`src/exu_defs.svh`:
```
`ifndef EXU_DEFS_SVH
`define EXU_DEFS_SVH

// data path width
`define EXU_GRLEN       32

// integer register file
`define EXU_REG_ADDR_W  5
`define EXU_REG_COUNT   32

// bytes per data word, also the pc step
`define EXU_BYTE_LANES  4

`endif

```
`src/exu_pkg.sv`:
```
`include "exu_defs.svh"

package exu_pkg;

   typedef logic [`EXU_GRLEN-1:0]      word_t;
   typedef logic [`EXU_REG_ADDR_W-1:0] reg_addr_t;
   typedef logic [`EXU_BYTE_LANES-1:0] wb_sel_t;

   // lui passes operand b through
   typedef enum logic [3:0] {
      alu_add  = 4'd0,
      alu_sub  = 4'd1,
      alu_slt  = 4'd2,
      alu_sltu = 4'd3,
      alu_and  = 4'd4,
      alu_or   = 4'd5,
      alu_nor  = 4'd6,
      alu_xor  = 4'd7,
      alu_sll  = 4'd8,
      alu_srl  = 4'd9,
      alu_sra  = 4'd10,
      alu_lui  = 4'd11
   } alu_op_e;

   typedef enum logic [3:0] {
      bru_beq  = 4'd0,
      bru_bne  = 4'd1,
      bru_blt  = 4'd2,
      bru_bge  = 4'd3,
      bru_bltu = 4'd4,
      bru_bgeu = 4'd5,
      bru_b    = 4'd6,
      bru_bl   = 4'd7,
      bru_jirl = 4'd8
   } bru_op_e;

   typedef enum logic [2:0] {
      lsu_ld_b,
      lsu_ld_bu,
      lsu_ld_h,
      lsu_ld_hu,
      lsu_ld_w,
      lsu_st_b,
      lsu_st_h,
      lsu_st_w
   } lsu_op_e;

   typedef enum logic {
      lsu_idle,
      lsu_bus
   } lsu_state_e;

endpackage

```
`src/exu_regfile.sv`:
```
`timescale 1ns/10ps
`include "exu_defs.svh"

module exu_regfile
   import exu_pkg::*;
(
   input  logic      clk,
   input  logic      rst,
   input  reg_addr_t raddr0,
   input  reg_addr_t raddr1,
   output word_t     rdata0,
   output word_t     rdata1,
   input  logic      wen,
   input  reg_addr_t waddr,
   input  word_t     wdata
);

   word_t regs [`EXU_REG_COUNT];

   always_ff @(posedge clk) begin
      if (rst) begin
         for (int i = 0; i < `EXU_REG_COUNT; i++) begin
            regs[i] <= '0;
         end
      end else if (wen && waddr != '0) begin
         regs[waddr] <= wdata;
      end
   end

   // r0 always reads zero
   assign rdata0 = (raddr0 == '0) ? '0 : regs[raddr0];
   assign rdata1 = (raddr1 == '0) ? '0 : regs[raddr1];

endmodule

```
`src/exu_alu.sv`:
```
`timescale 1ns/10ps
`include "exu_defs.svh"

module exu_alu
   import exu_pkg::*;
(
   input  word_t   a,
   input  word_t   b,
   input  alu_op_e op,
   output word_t   res
);

   localparam int shamt_w = $clog2(`EXU_GRLEN);

   logic [shamt_w-1:0] shamt;
   word_t              sum;
   word_t              diff;

   assign shamt = b[shamt_w-1:0];
   assign sum   = a + b;
   assign diff  = a - b;

   always_comb begin
      unique case (op)
         alu_add:  res = sum;
         alu_sub:  res = diff;
         alu_slt:  res = word_t'($signed(a) < $signed(b));
         alu_sltu: res = word_t'(a < b);
         alu_and:  res = a & b;
         alu_or:   res = a | b;
         alu_nor:  res = ~(a | b);
         alu_xor:  res = a ^ b;
         alu_sll:  res = a << shamt;
         alu_srl:  res = a >> shamt;
         alu_sra:  res = word_t'($signed(a) >>> shamt);
         // immediate already shifted by decode
         alu_lui:  res = b;
         default:  res = '0;
      endcase
   end

endmodule

```
`src/exu_bru.sv`:
```
`timescale 1ns/10ps
`include "exu_defs.svh"

module exu_bru
   import exu_pkg::*;
(
   input  logic    valid,
   input  bru_op_e op,
   input  word_t   a,
   input  word_t   b,
   input  word_t   pc,
   input  word_t   offset,
   output word_t   target,
   output logic    taken,
   output word_t   link_pc
);

   logic  cond;
   word_t dest;

   always_comb begin
      unique case (op)
         bru_beq:  cond = (a == b);
         bru_bne:  cond = (a != b);
         bru_blt:  cond = ($signed(a) < $signed(b));
         bru_bge:  cond = ($signed(a) >= $signed(b));
         bru_bltu: cond = (a < b);
         bru_bgeu: cond = (a >= b);
         bru_b, bru_bl, bru_jirl: begin
            cond = 1'b1;
         end
         default:  cond = 1'b0;
      endcase
   end

   // jirl jumps relative to rj, the rest relative to pc
   assign dest = (op == bru_jirl) ? a + offset : pc + offset;

   assign taken   = valid & cond;
   assign target  = valid ? dest : '0;
   assign link_pc = pc + `EXU_BYTE_LANES;

endmodule

```
`src/exu_ecl.sv`:
```
`timescale 1ns/10ps

module exu_ecl
   import exu_pkg::*;
(
   input  logic             clk,
   input  logic             rst,

   input  logic             valid_e,
   input  word_t            alu_a_e,
   input  word_t            alu_b_e,
   input  reg_addr_t        rf_target_e,
   input  logic             alu_wen_e,
   input  logic             lsu_valid_e,
   input  exu_pkg::lsu_op_e lsu_op_e,
   input  word_t            imm_shifted_e,
   input  logic             bru_valid_e,
   input  exu_pkg::bru_op_e bru_op_e,

   input  word_t            alu_res,
   input  word_t            link_pc,
   input  logic             stall_req,

   output logic             lsu_req,
   output exu_pkg::lsu_op_e lsu_op,
   output word_t            lsu_base,
   output word_t            lsu_offset,
   output word_t            lsu_wdata,
   output reg_addr_t        lsu_rd,
   output logic             lsu_wen,
   input  word_t            lsu_rdata,
   input  reg_addr_t        lsu_rd_m,
   input  logic             lsu_wen_m,
   input  logic             lsu_finish,

   output logic             rf_wen,
   output reg_addr_t        rf_waddr,
   output word_t            rf_wdata
);

   logic      accept;
   logic      link_op;
   logic      e_wen;
   word_t     e_res;
   logic      m_wen;
   reg_addr_t m_rd;
   word_t     m_res;
   logic      w_wen;
   reg_addr_t w_rd;
   word_t     w_res;

   assign accept  = valid_e & ~stall_req;
   assign link_op = bru_valid_e & (bru_op_e == bru_bl || bru_op_e == bru_jirl);

   // loads write back later through the lsu, plain branches never write
   assign e_wen = accept & alu_wen_e & ~lsu_valid_e & (~bru_valid_e | link_op);
   assign e_res = link_op ? link_pc : alu_res;

   assign lsu_req    = accept & lsu_valid_e;
   assign lsu_op     = lsu_op_e;
   assign lsu_base   = alu_a_e;
   assign lsu_offset = imm_shifted_e;
   assign lsu_wdata  = alu_b_e;
   assign lsu_rd     = rf_target_e;
   assign lsu_wen    = alu_wen_e;

   always_ff @(posedge clk) begin
      if (rst) begin
         m_wen <= 1'b0;
         w_wen <= 1'b0;
      end else begin
         m_wen <= e_wen;
         w_wen <= lsu_finish ? lsu_wen_m : m_wen;
      end
   end

   // M is always a bubble when a load finishes, issue is held during the bus cycle
   always_ff @(posedge clk) begin
      m_rd  <= rf_target_e;
      m_res <= e_res;
      if (lsu_finish) begin
         w_rd  <= lsu_rd_m;
         w_res <= lsu_rdata;
      end else begin
         w_rd  <= m_rd;
         w_res <= m_res;
      end
   end

   assign rf_wen   = w_wen;
   assign rf_waddr = w_rd;
   assign rf_wdata = w_res;

endmodule

```
`src/exu_lsu.sv`:
```
`timescale 1ns/10ps
`include "exu_defs.svh"

module exu_lsu
   import exu_pkg::*;
(
   input  logic      clk,
   input  logic      rst,

   input  logic      req,
   input  lsu_op_e   op,
   input  word_t     base,
   input  word_t     offset,
   input  word_t     wdata,
   input  reg_addr_t rd,
   input  logic      wen,

   output word_t     ld_data,
   output reg_addr_t ld_rd,
   output logic      ld_wen,
   output logic      finish,
   output logic      stall_req,

   output logic      data_cyc,
   output logic      data_stb,
   output logic      data_we,
   output word_t     data_adr,
   output wb_sel_t   data_sel,
   output word_t     data_wdata,
   input  word_t     data_rdata,
   input  logic      data_ack
);

   localparam int lane_w = $clog2(`EXU_BYTE_LANES);

   lsu_state_e        state;
   word_t             addr;
   logic [lane_w-1:0] lane;
   wb_sel_t           sel;
   word_t             lane_wdata;
   logic              is_store;
   logic              start;
   logic              done;
   lsu_op_e           op_q;
   logic [lane_w-1:0] lane_q;
   reg_addr_t         rd_q;
   logic              wen_q;
   word_t             rdata_lane;
   word_t             ld_ext;

   assign addr     = base + offset;
   assign lane     = addr[lane_w-1:0];
   assign is_store = op inside {lsu_st_b, lsu_st_h, lsu_st_w};
   assign start    = (state == lsu_idle) && req;
   assign done     = (state == lsu_bus) && data_ack;

   // byte lanes from size and low address bits
   always_comb begin
      case (op)
         lsu_ld_b, lsu_ld_bu, lsu_st_b: begin
            sel        = wb_sel_t'(1) << lane;
            lane_wdata = word_t'(wdata[7:0]) << {lane, 3'b000};
         end
         lsu_ld_h, lsu_ld_hu, lsu_st_h: begin
            sel        = wb_sel_t'(3) << {lane[1], 1'b0};
            lane_wdata = word_t'(wdata[15:0]) << {lane[1], 4'b0000};
         end
         default: begin
            sel        = '1;
            lane_wdata = wdata;
         end
      endcase
   end

   always_ff @(posedge clk) begin
      if (rst) begin
         state   <= lsu_idle;
         data_we <= 1'b0;
         finish  <= 1'b0;
         ld_wen  <= 1'b0;
      end else begin
         finish <= done;
         ld_wen <= done & wen_q & ~data_we;
         if (start) begin
            state   <= lsu_bus;
            data_we <= is_store;
         end else if (done) begin
            state   <= lsu_idle;
            data_we <= 1'b0;
         end
      end
   end

   // request held steady for the whole bus cycle
   always_ff @(posedge clk) begin
      if (start) begin
         data_adr   <= {addr[`EXU_GRLEN-1:lane_w], {lane_w{1'b0}}};
         data_sel   <= sel;
         data_wdata <= lane_wdata;
         op_q       <= op;
         lane_q     <= lane;
         rd_q       <= rd;
         wen_q      <= wen;
      end
      if (done) begin
         ld_data <= ld_ext;
         ld_rd   <= rd_q;
      end
   end

   assign rdata_lane = data_rdata >> {lane_q, 3'b000};

   always_comb begin
      case (op_q)
         lsu_ld_b:  ld_ext = {{(`EXU_GRLEN-8){rdata_lane[7]}}, rdata_lane[7:0]};
         lsu_ld_bu: ld_ext = {{(`EXU_GRLEN-8){1'b0}}, rdata_lane[7:0]};
         lsu_ld_h:  ld_ext = {{(`EXU_GRLEN-16){rdata_lane[15]}}, rdata_lane[15:0]};
         lsu_ld_hu: ld_ext = {{(`EXU_GRLEN-16){1'b0}}, rdata_lane[15:0]};
         default:   ld_ext = data_rdata;
      endcase
   end

   assign data_cyc  = (state == lsu_bus);
   assign data_stb  = (state == lsu_bus);
   assign stall_req = (state == lsu_bus);

endmodule

```
`src/cpu7_exu.sv`:
```
`timescale 1ns/10ps

module cpu7_exu
   import exu_pkg::*;
(
   input  logic             clk,
   input  logic             rst,

   input  logic             valid_e,
   input  word_t            pc_e,
   input  word_t            alu_a_e,
   input  word_t            alu_b_e,
   input  exu_pkg::alu_op_e alu_op_e,
   input  reg_addr_t        rf_target_e,
   input  logic             alu_wen_e,
   input  logic             lsu_valid_e,
   input  exu_pkg::lsu_op_e lsu_op_e,
   input  word_t            imm_shifted_e,
   input  logic             bru_valid_e,
   input  exu_pkg::bru_op_e bru_op_e,
   input  word_t            bru_offset_e,

   input  reg_addr_t        rs1_d,
   input  reg_addr_t        rs2_d,
   output word_t            rs1_data_d,
   output word_t            rs2_data_d,

   output logic             stall_req,
   output logic             br_taken_e,
   output word_t            brpc_e,

   output logic             data_cyc,
   output logic             data_stb,
   output logic             data_we,
   output word_t            data_adr,
   output wb_sel_t          data_sel,
   output word_t            data_wdata,
   input  word_t            data_rdata,
   input  logic             data_ack
);

   word_t            alu_res;
   word_t            link_pc;
   logic             lsu_req;
   exu_pkg::lsu_op_e lsu_op;
   word_t            lsu_base;
   word_t            lsu_offset;
   word_t            lsu_wdata;
   reg_addr_t        lsu_rd;
   logic             lsu_wen;
   word_t            lsu_rdata;
   reg_addr_t        lsu_rd_m;
   logic             lsu_wen_m;
   logic             lsu_finish;
   logic             rf_wen;
   reg_addr_t        rf_waddr;
   word_t            rf_wdata;

   exu_ecl i_ecl (
      .clk          (clk),
      .rst          (rst),
      .valid_e      (valid_e),
      .alu_a_e      (alu_a_e),
      .alu_b_e      (alu_b_e),
      .rf_target_e  (rf_target_e),
      .alu_wen_e    (alu_wen_e),
      .lsu_valid_e  (lsu_valid_e),
      .lsu_op_e     (lsu_op_e),
      .imm_shifted_e(imm_shifted_e),
      .bru_valid_e  (bru_valid_e),
      .bru_op_e     (bru_op_e),
      .alu_res      (alu_res),
      .link_pc      (link_pc),
      .stall_req    (stall_req),
      .lsu_req      (lsu_req),
      .lsu_op       (lsu_op),
      .lsu_base     (lsu_base),
      .lsu_offset   (lsu_offset),
      .lsu_wdata    (lsu_wdata),
      .lsu_rd       (lsu_rd),
      .lsu_wen      (lsu_wen),
      .lsu_rdata    (lsu_rdata),
      .lsu_rd_m     (lsu_rd_m),
      .lsu_wen_m    (lsu_wen_m),
      .lsu_finish   (lsu_finish),
      .rf_wen       (rf_wen),
      .rf_waddr     (rf_waddr),
      .rf_wdata     (rf_wdata)
   );

   exu_alu i_alu (
      .a  (alu_a_e),
      .b  (alu_b_e),
      .op (alu_op_e),
      .res(alu_res)
   );

   // branch outputs only for a presented branch
   exu_bru i_bru (
      .valid  (valid_e & bru_valid_e),
      .op     (bru_op_e),
      .a      (alu_a_e),
      .b      (alu_b_e),
      .pc     (pc_e),
      .offset (bru_offset_e),
      .target (brpc_e),
      .taken  (br_taken_e),
      .link_pc(link_pc)
   );

   exu_lsu i_lsu (
      .clk       (clk),
      .rst       (rst),
      .req       (lsu_req),
      .op        (lsu_op),
      .base      (lsu_base),
      .offset    (lsu_offset),
      .wdata     (lsu_wdata),
      .rd        (lsu_rd),
      .wen       (lsu_wen),
      .ld_data   (lsu_rdata),
      .ld_rd     (lsu_rd_m),
      .ld_wen    (lsu_wen_m),
      .finish    (lsu_finish),
      .stall_req (stall_req),
      .data_cyc  (data_cyc),
      .data_stb  (data_stb),
      .data_we   (data_we),
      .data_adr  (data_adr),
      .data_sel  (data_sel),
      .data_wdata(data_wdata),
      .data_rdata(data_rdata),
      .data_ack  (data_ack)
   );

   exu_regfile i_regfile (
      .clk   (clk),
      .rst   (rst),
      .raddr0(rs1_d),
      .raddr1(rs2_d),
      .rdata0(rs1_data_d),
      .rdata1(rs2_data_d),
      .wen   (rf_wen),
      .waddr (rf_waddr),
      .wdata (rf_wdata)
   );

endmodule

```
`config.mk`:
```
export PLATFORM = sky130hd
export DESIGN_NAME = cpu7_exu
export DESIGN_NICKNAME = d
export VERILOG_FILES = /design/src/exu_pkg.sv /design/src/exu_regfile.sv /design/src/exu_alu.sv /design/src/exu_bru.sv /design/src/exu_ecl.sv /design/src/exu_lsu.sv /design/src/cpu7_exu.sv
export VERILOG_INCLUDE_DIRS = /design/src /design/src/src
export SDC_FILE = /design/constraint.sdc
export NUM_CORES = 2
export LEC_CHECK = 0
export ABC_AREA = 1
export BUFFER_PORTS_ARGS = -buffer_cell sky130_fd_sc_hd__buf_2
export CAP_MARGIN = 20
export CORE_MARGIN = 1.5
export CORE_UTILIZATION = 25
export DETAILED_ROUTE_END_ITERATION = 6
export PLACE_DENSITY = 0.36
export SKIP_CTS_REPAIR_TIMING = 1
export SLEW_MARGIN = 5
export SYNTH_ARGS = -nofsm -noshare
export SYNTH_HDL_FRONTEND = slang
export SYNTH_SLANG_ARGS = --single-unit
```
`constraint.sdc`:
```
create_clock -name clk -period 6.2 [get_ports clk]
set_clock_uncertainty 0.15 [all_clocks]
set_input_delay 1.24 -clock clk [delete_from_list [all_inputs] [get_ports clk]]
set_output_delay 1.24 -clock clk [all_outputs]
set_load 0.05 [all_outputs]
```
* Yosys cells after proc, flatten, opt, wreduce, memory -nomap -nowiden
Memory sizes are Yosys's and may differ from the RTL's. Index checks and enable logic that the tools add are counted.
Operators by class: add/sub/neg operators 6, order comparisons 4, equal/unequal tests 30, shift-type cells 8, multiplexer cells 24, bitwise gates (word level) 19, reductions and logical operators 17
Operator list (count):
- 32-bit one-hot mux with 12 select lines | 1
- 32-bit two-way mux | 7
- 32-bit adder | 4
- 32-bit one-hot mux with 4 select lines | 1
- 32-bit greater-or-equal comparator | 2
- 32-bit < comparator | 2
- 32-bit one-hot mux with 2 select lines | 1
- 32-bit by 3-bit adder with 32-bit output (second input constant) | 1
- 32-bit bitwise AND | 1
- 32-bit == test | 1
- 4-bit by 3-bit == test with 1-bit output (second input constant) | 8
- 32-bit != test | 1
- 32-bit NOT | 1
- 32-bit OR | 1
- 32-bit OR reduction | 1
- 16-bit by 5-bit << shifter with 32-bit output | 1
- 32-bit by 5-bit << shifter with 32-bit output | 1
- 8-bit by 5-bit << shifter with 32-bit output | 1
- 32-bit by 5-bit >> shifter with 16-bit output | 1
- 32-bit by 5-bit >> shifter with 32-bit output | 1
- 32-bit by 5-bit >>> shifter with 32-bit output | 1
- 32-bit subtractor | 1
- 32-bit XOR | 1
- 4-bit == test (second input constant) | 5
- 23 further kinds | 62
Word-level totals: flip-flop bits (word level) 194, RAM bits 1024, input port bits 225, output and inout bits 169, logic and storage cells 128, memories kept 1
Memory list:
- i_regfile.regs | words 32, bits a word 32, read ports 2, clocked after memory_dff 0, wr ports 32, RTL line exu_regfile.sv:18 | word_t regs [`EXU_REG_COUNT];

* Depth between registers and ports, before layout
depth in word-level cells 7, depth in mapped cells 23, depth with buffers taken out 23

* Hierarchy
A second synthesis with hierarchy kept.
Unflattened totals: cell total of the unflattened synthesis 11532, area, all modules 81680.8 um^2
By module, submodules not included:
- exu_regfile | instances 1, cells an instance 7252, area each 56525.5 um^2
- exu_alu | instances 1, cells an instance 2255, area each 10714.0 um^2
- exu_lsu | instances 1, cells an instance 877, area each 7184.4 um^2
- exu_bru | instances 1, cells an instance 714, area each 3844.9 um^2
- exu_ecl | instances 1, cells an instance 432, area each 3404.5 um^2
- cpu7_exu | instances 1, cells an instance 2, area each 7.5 um^2

* Worst setup path after synthesis
Ideal clock, no wire load.
path kind input to output, start point input port bru_op_e[1], end point output port brpc_e[18], arrival time 4489 ps, setup slack 321 ps, stages 19, path buffers 1, cell sequence nor2_1 -> inv_2 -> nor3_4 -> inv_2 -> clkbuf_1 -> o21ai_0 -> ha_1 -> inv_1 -> fa_1 -> inv_1 -> nand2_1 -> a21oi_1 -> inv_1 -> o21ai_0 -> a21o_1 -> nand2_1 -> nand2_1 -> o21ai_0 -> a21oi_1
Between the ends: longest elaborated chain between the ends 3
Ends and longest elaborated chain:
- start: declaration | RTL line cpu7_exu.sv:20 | input exu_pkg::bru_op_e bru_op_e,
- 4-bit == test | RTL line exu_bru.sv:37 | assign dest = (op == bru_jirl) ? a + offset : pc + offset;
- 32-bit two-way mux | RTL line exu_bru.sv:37
- 32-bit two-way mux | RTL line exu_bru.sv:40 | assign target = valid ? dest : '0;
- end: declaration | RTL line cpu7_exu.sv:30 | output word_t brpc_e,
No other way between the ends.

* Final worst setup path
start point input port bru_op_e[1], end point output port brpc_e[26]
The elaborated chain is that of the path after synthesis.

==> results_dict.tcl <==
set metrics [dict create \
    crit_buf_inv 9 \
    wl_mm 426 \
    hp-start "i_ecl.m_res[6]" \
    finalCritPeriodShare_pct 96.6 \
    hold_class "reg2reg" \
    yosys_warnings 0 \
    synth_top_cell_by_area "edfxtp_1" \
    maxCapViolations 0 \
    worstPathCellList "buf_2 > nor2_1 > inv_2 > nor3_4 > inv_2 > o21ai_1 > buf_4 > ha_1 > inv_1 > fa_1 > inv_1 > nand2_1 > a21oi_1 > inv_1 > o21ai_0 > buf_4 > nand3_1 > nand3_1 > a21oi_1 > nand2_1 > nand2_1 > nor2_1 > clkbuf_4" \
    start_util_pct 25.2 \
    p_comb_share_pct 21.4 \
    r2r_setup_slack_ns 1.91 \
    critPathLaunch "bru_op_e[1]" \
    p_sw_mw 8.00 \
    vias 75600 \
    synth_top_area_share_pct 45.2 \
    place_worst_setup_slack_ns 0.0417 \
    pwr-share-clk_pct 39.2 \
    die_h_um 553 \
    cts_max_level 4 \
    irDropWorstVdd_uv 179 \
    register_area_um2 35800 \
    synth_edf_count 1138 \
    cp_slowest_stage_delay_ns 0.39 \
    required_ns 4.81 \
    fp.dieW_um 553 \
    min_period_ns 5.99 \
    die_area_um2 306000 \
    synth_area_um2 75600 \
    critPathSlowestCell "fa_1" \
    p_sw_share_pct 33.1 \
    path_class "in2out" \
    cts_sinks 1218 \
    drt_iter0_drc 8385 \
    numCtsBuffers 164 \
    synth_cell_types 58 \
    clk_pin_slew_ns 0.05 \
    avgRoutedWirePerCell_um 30.6 \
    hpwl_mm 294 \
    slew_headroom_pct 23.5 \
    io_pins 394 \
    tightest_slew_ns 1.14 \
    grt_pass1_wl_mm 589 \
    nFillCells 32000 \
    core_um2 301000 \
    cts.path.max_buffers 4 \
    layout-drive-gt1-share_pct 11.6 \
    synth-seq-area-share_pct 47.3 \
    setup_viol 0 \
    place_congestion 0.956 \
    syn_to_final_growth_pct 17.9 \
    async_flop_share_pct 0 \
    p_int_mw 16.1 \
    pwr_density_cell_nw_per_um2 271 \
    syn_area_per_cell_um2 7.88 \
    multi_input_area_um2 35000 \
    route.detailed.drc 0 \
    first_pass_iters 6 \
    grt_pass1_vias 73300 \
    critPathTopFamily "buffers and inverters" \
    grt_overflow 0 \
    ys_seq_elements 1218 \
    cp-start-kind "primary input" \
    setup_slack_ns 0.211 \
    critical_path.max_fanout 8 \
    clock-root-buffer "clkbuf_16" \
    utilization_pct 29.7 \
    cp.arrival_ns 4.60 \
    viasPerCell 5.43 \
    cts_tree "yes" \
    track_usage_pct 26.9 \
    status "finished clean" \
    pwr-share-seq_pct 39.4 \
    yosysMostFrequentCell "nor2_1" \
    insertion_delay_ns 0.84 \
    grt_max_degree 93 \
    drv_slew 0 \
    synthCells 9598 \
    ys.flop_type "edfxtp_1" \
    ant_nets 0 \
    synth.top_cells.by_count "nor2_1, nand2_1, o21ai_0" \
    fmax_mhz 167 \
    placementRows 201 \
    worstReg2RegStart "i_ecl.rf_waddr[2]" \
    port_buffers 391 \
    leakagePower_nw 34.8 \
    finalHoldViolCount 0 \
    antenna_found_initial 31 \
    end_kind "output port" \
    nets 10200 \
    synthTopCellsByArea "edfxtp_1, nor2_1, o21ai_0, nand2_1, o221ai_1" \
]
layout by cell type (no fill, tap or decap), drive strengths merged, types with 13 or more instances in the layout:
cell    synthesis  final
nor3           54     54
ha            163    163
o22ai         145    145
buf           283    799
o21bai         14     14
a31oi          74     74
o21a           25     25
nand3         661    661
a21o           18     18
a21oi         321    321
o221ai        394    394
nand2        1349   1349
nand4          31     31
conb            1     34
o211ai         39     39
xnor2          13     13
xor2           36     36
o21ai        1328   1328
clkbuf        491    217
dfxtp          80     80
inv           496    500
nor2         2362   2362
edfxtp       1138   1138
clkinv          3     63
power by group through the flow:
| stage | registers (mW) | clock network, mW | logic, mW |
|---|---|---|---|
| after global routing | 9.55 | 10.0 | 5.47 |
| after CTS | 9.51 | 9.73 | 5.13 |
| after global placement | 9.68 | 0 | 5.12 |
| after detailed placement | 9.68 | 0 | 5.11 |
| after floorplan | 9.73 | 0 | 2.62 |
| final | 9.51 | 9.48 | 5.16 |
worst paths after layout:
path / to / depth (start not counted)
max: brpc_e[26] / 23
min: i_ecl.rf_wdata[6] / 2
min reg2reg: i_ecl.rf_wdata[6] / 2
max reg2reg: i_regfile.regs[12][22] / 10
stage by stage:
| step | hold WS [ns] | cells | power [mW] | TNS (ns) | area [µm²] |
|---|---|---|---|---|---|
| floorplan | 0.246 | 9631 | 12.3 | 0 | 75800 |
| global placement | 0.254 | 13600 | 14.8 | -0.00897 | 83800 |
| detailed placement | 0.254 | 13600 | 14.8 | 0 | 83900 |
| CTS | 0.267 | 13900 | 24.4 | 0 | 89100 |
| global route | 0.276 | 13900 | 25.0 | -0.0125 | 89100 |
| finish | 0.264 | 13900 | 24.2 | 0 | 89100 |
worst reg2reg max path, cell delays in order (launching register included):
cell and delay (ns):
dfxtp_1 0.40, nor3_1 0.82, nand2_1 0.10, nand2_1 0.20
inv_1 0.08, nand2_1 0.06, inv_1 0.18, nand2_2 0.11
buf_4 0.58, nand2_2 0.78, buf_4 0.53
metal layers:
layer | GRT usage, % | wire length, µm | up-vias
met2 | 44.6 | 198000 | 3654
li1 | - | - | 33800
met5 | 0 | 175 | -
met4 | 10.6 | 18800 | 28
met1 | 34.9 | 180000 | 37300
met3 | 4.21 | 29400 | 724
sequential cells by signal, indices dropped and copies added, names as in the netlist, 2 cells and up:
signal,cells
i_ecl.m_res,32
i_lsu.data_adr,30
i_ecl.rf_wdata,32
i_lsu.lane_q,2
i_ecl.rf_waddr,5
i_lsu.op_q,3
i_lsu.data_wdata,32
i_lsu.ld_data,32
i_regfile.regs,1024
i_lsu.ld_rd,5
i_lsu.rd_q,5
i_lsu.data_sel,4
i_ecl.m_rd,5
cell families (layout without fill, tap and decap cells):
group	after synthesis	count (layout)	synth area share [%]
fa+ha+maj	167	167	2.80
xor+xnor	49	49	0.567
other cells	1	46	0.00496
compound gates	2400	2400	18.7
flops	1218	1218	47.3
buf+inv	1273	1591	6.81
simple gates	4490	4490	23.8
layout make-up:
cell class	instances	area share, %
Tap cell	3958	5.56
Antenna cell	12	0.0337
Sequential cell	1218	40.1
Timing Repair Buffer	801	7.00
Inverter	499	2.15
Multi-Input combinational cell	7140	39.3
Clock buffer	215	5.10
Clock inverter	76	0.730
No activity file was read; power rests on OpenSTA's default activity.
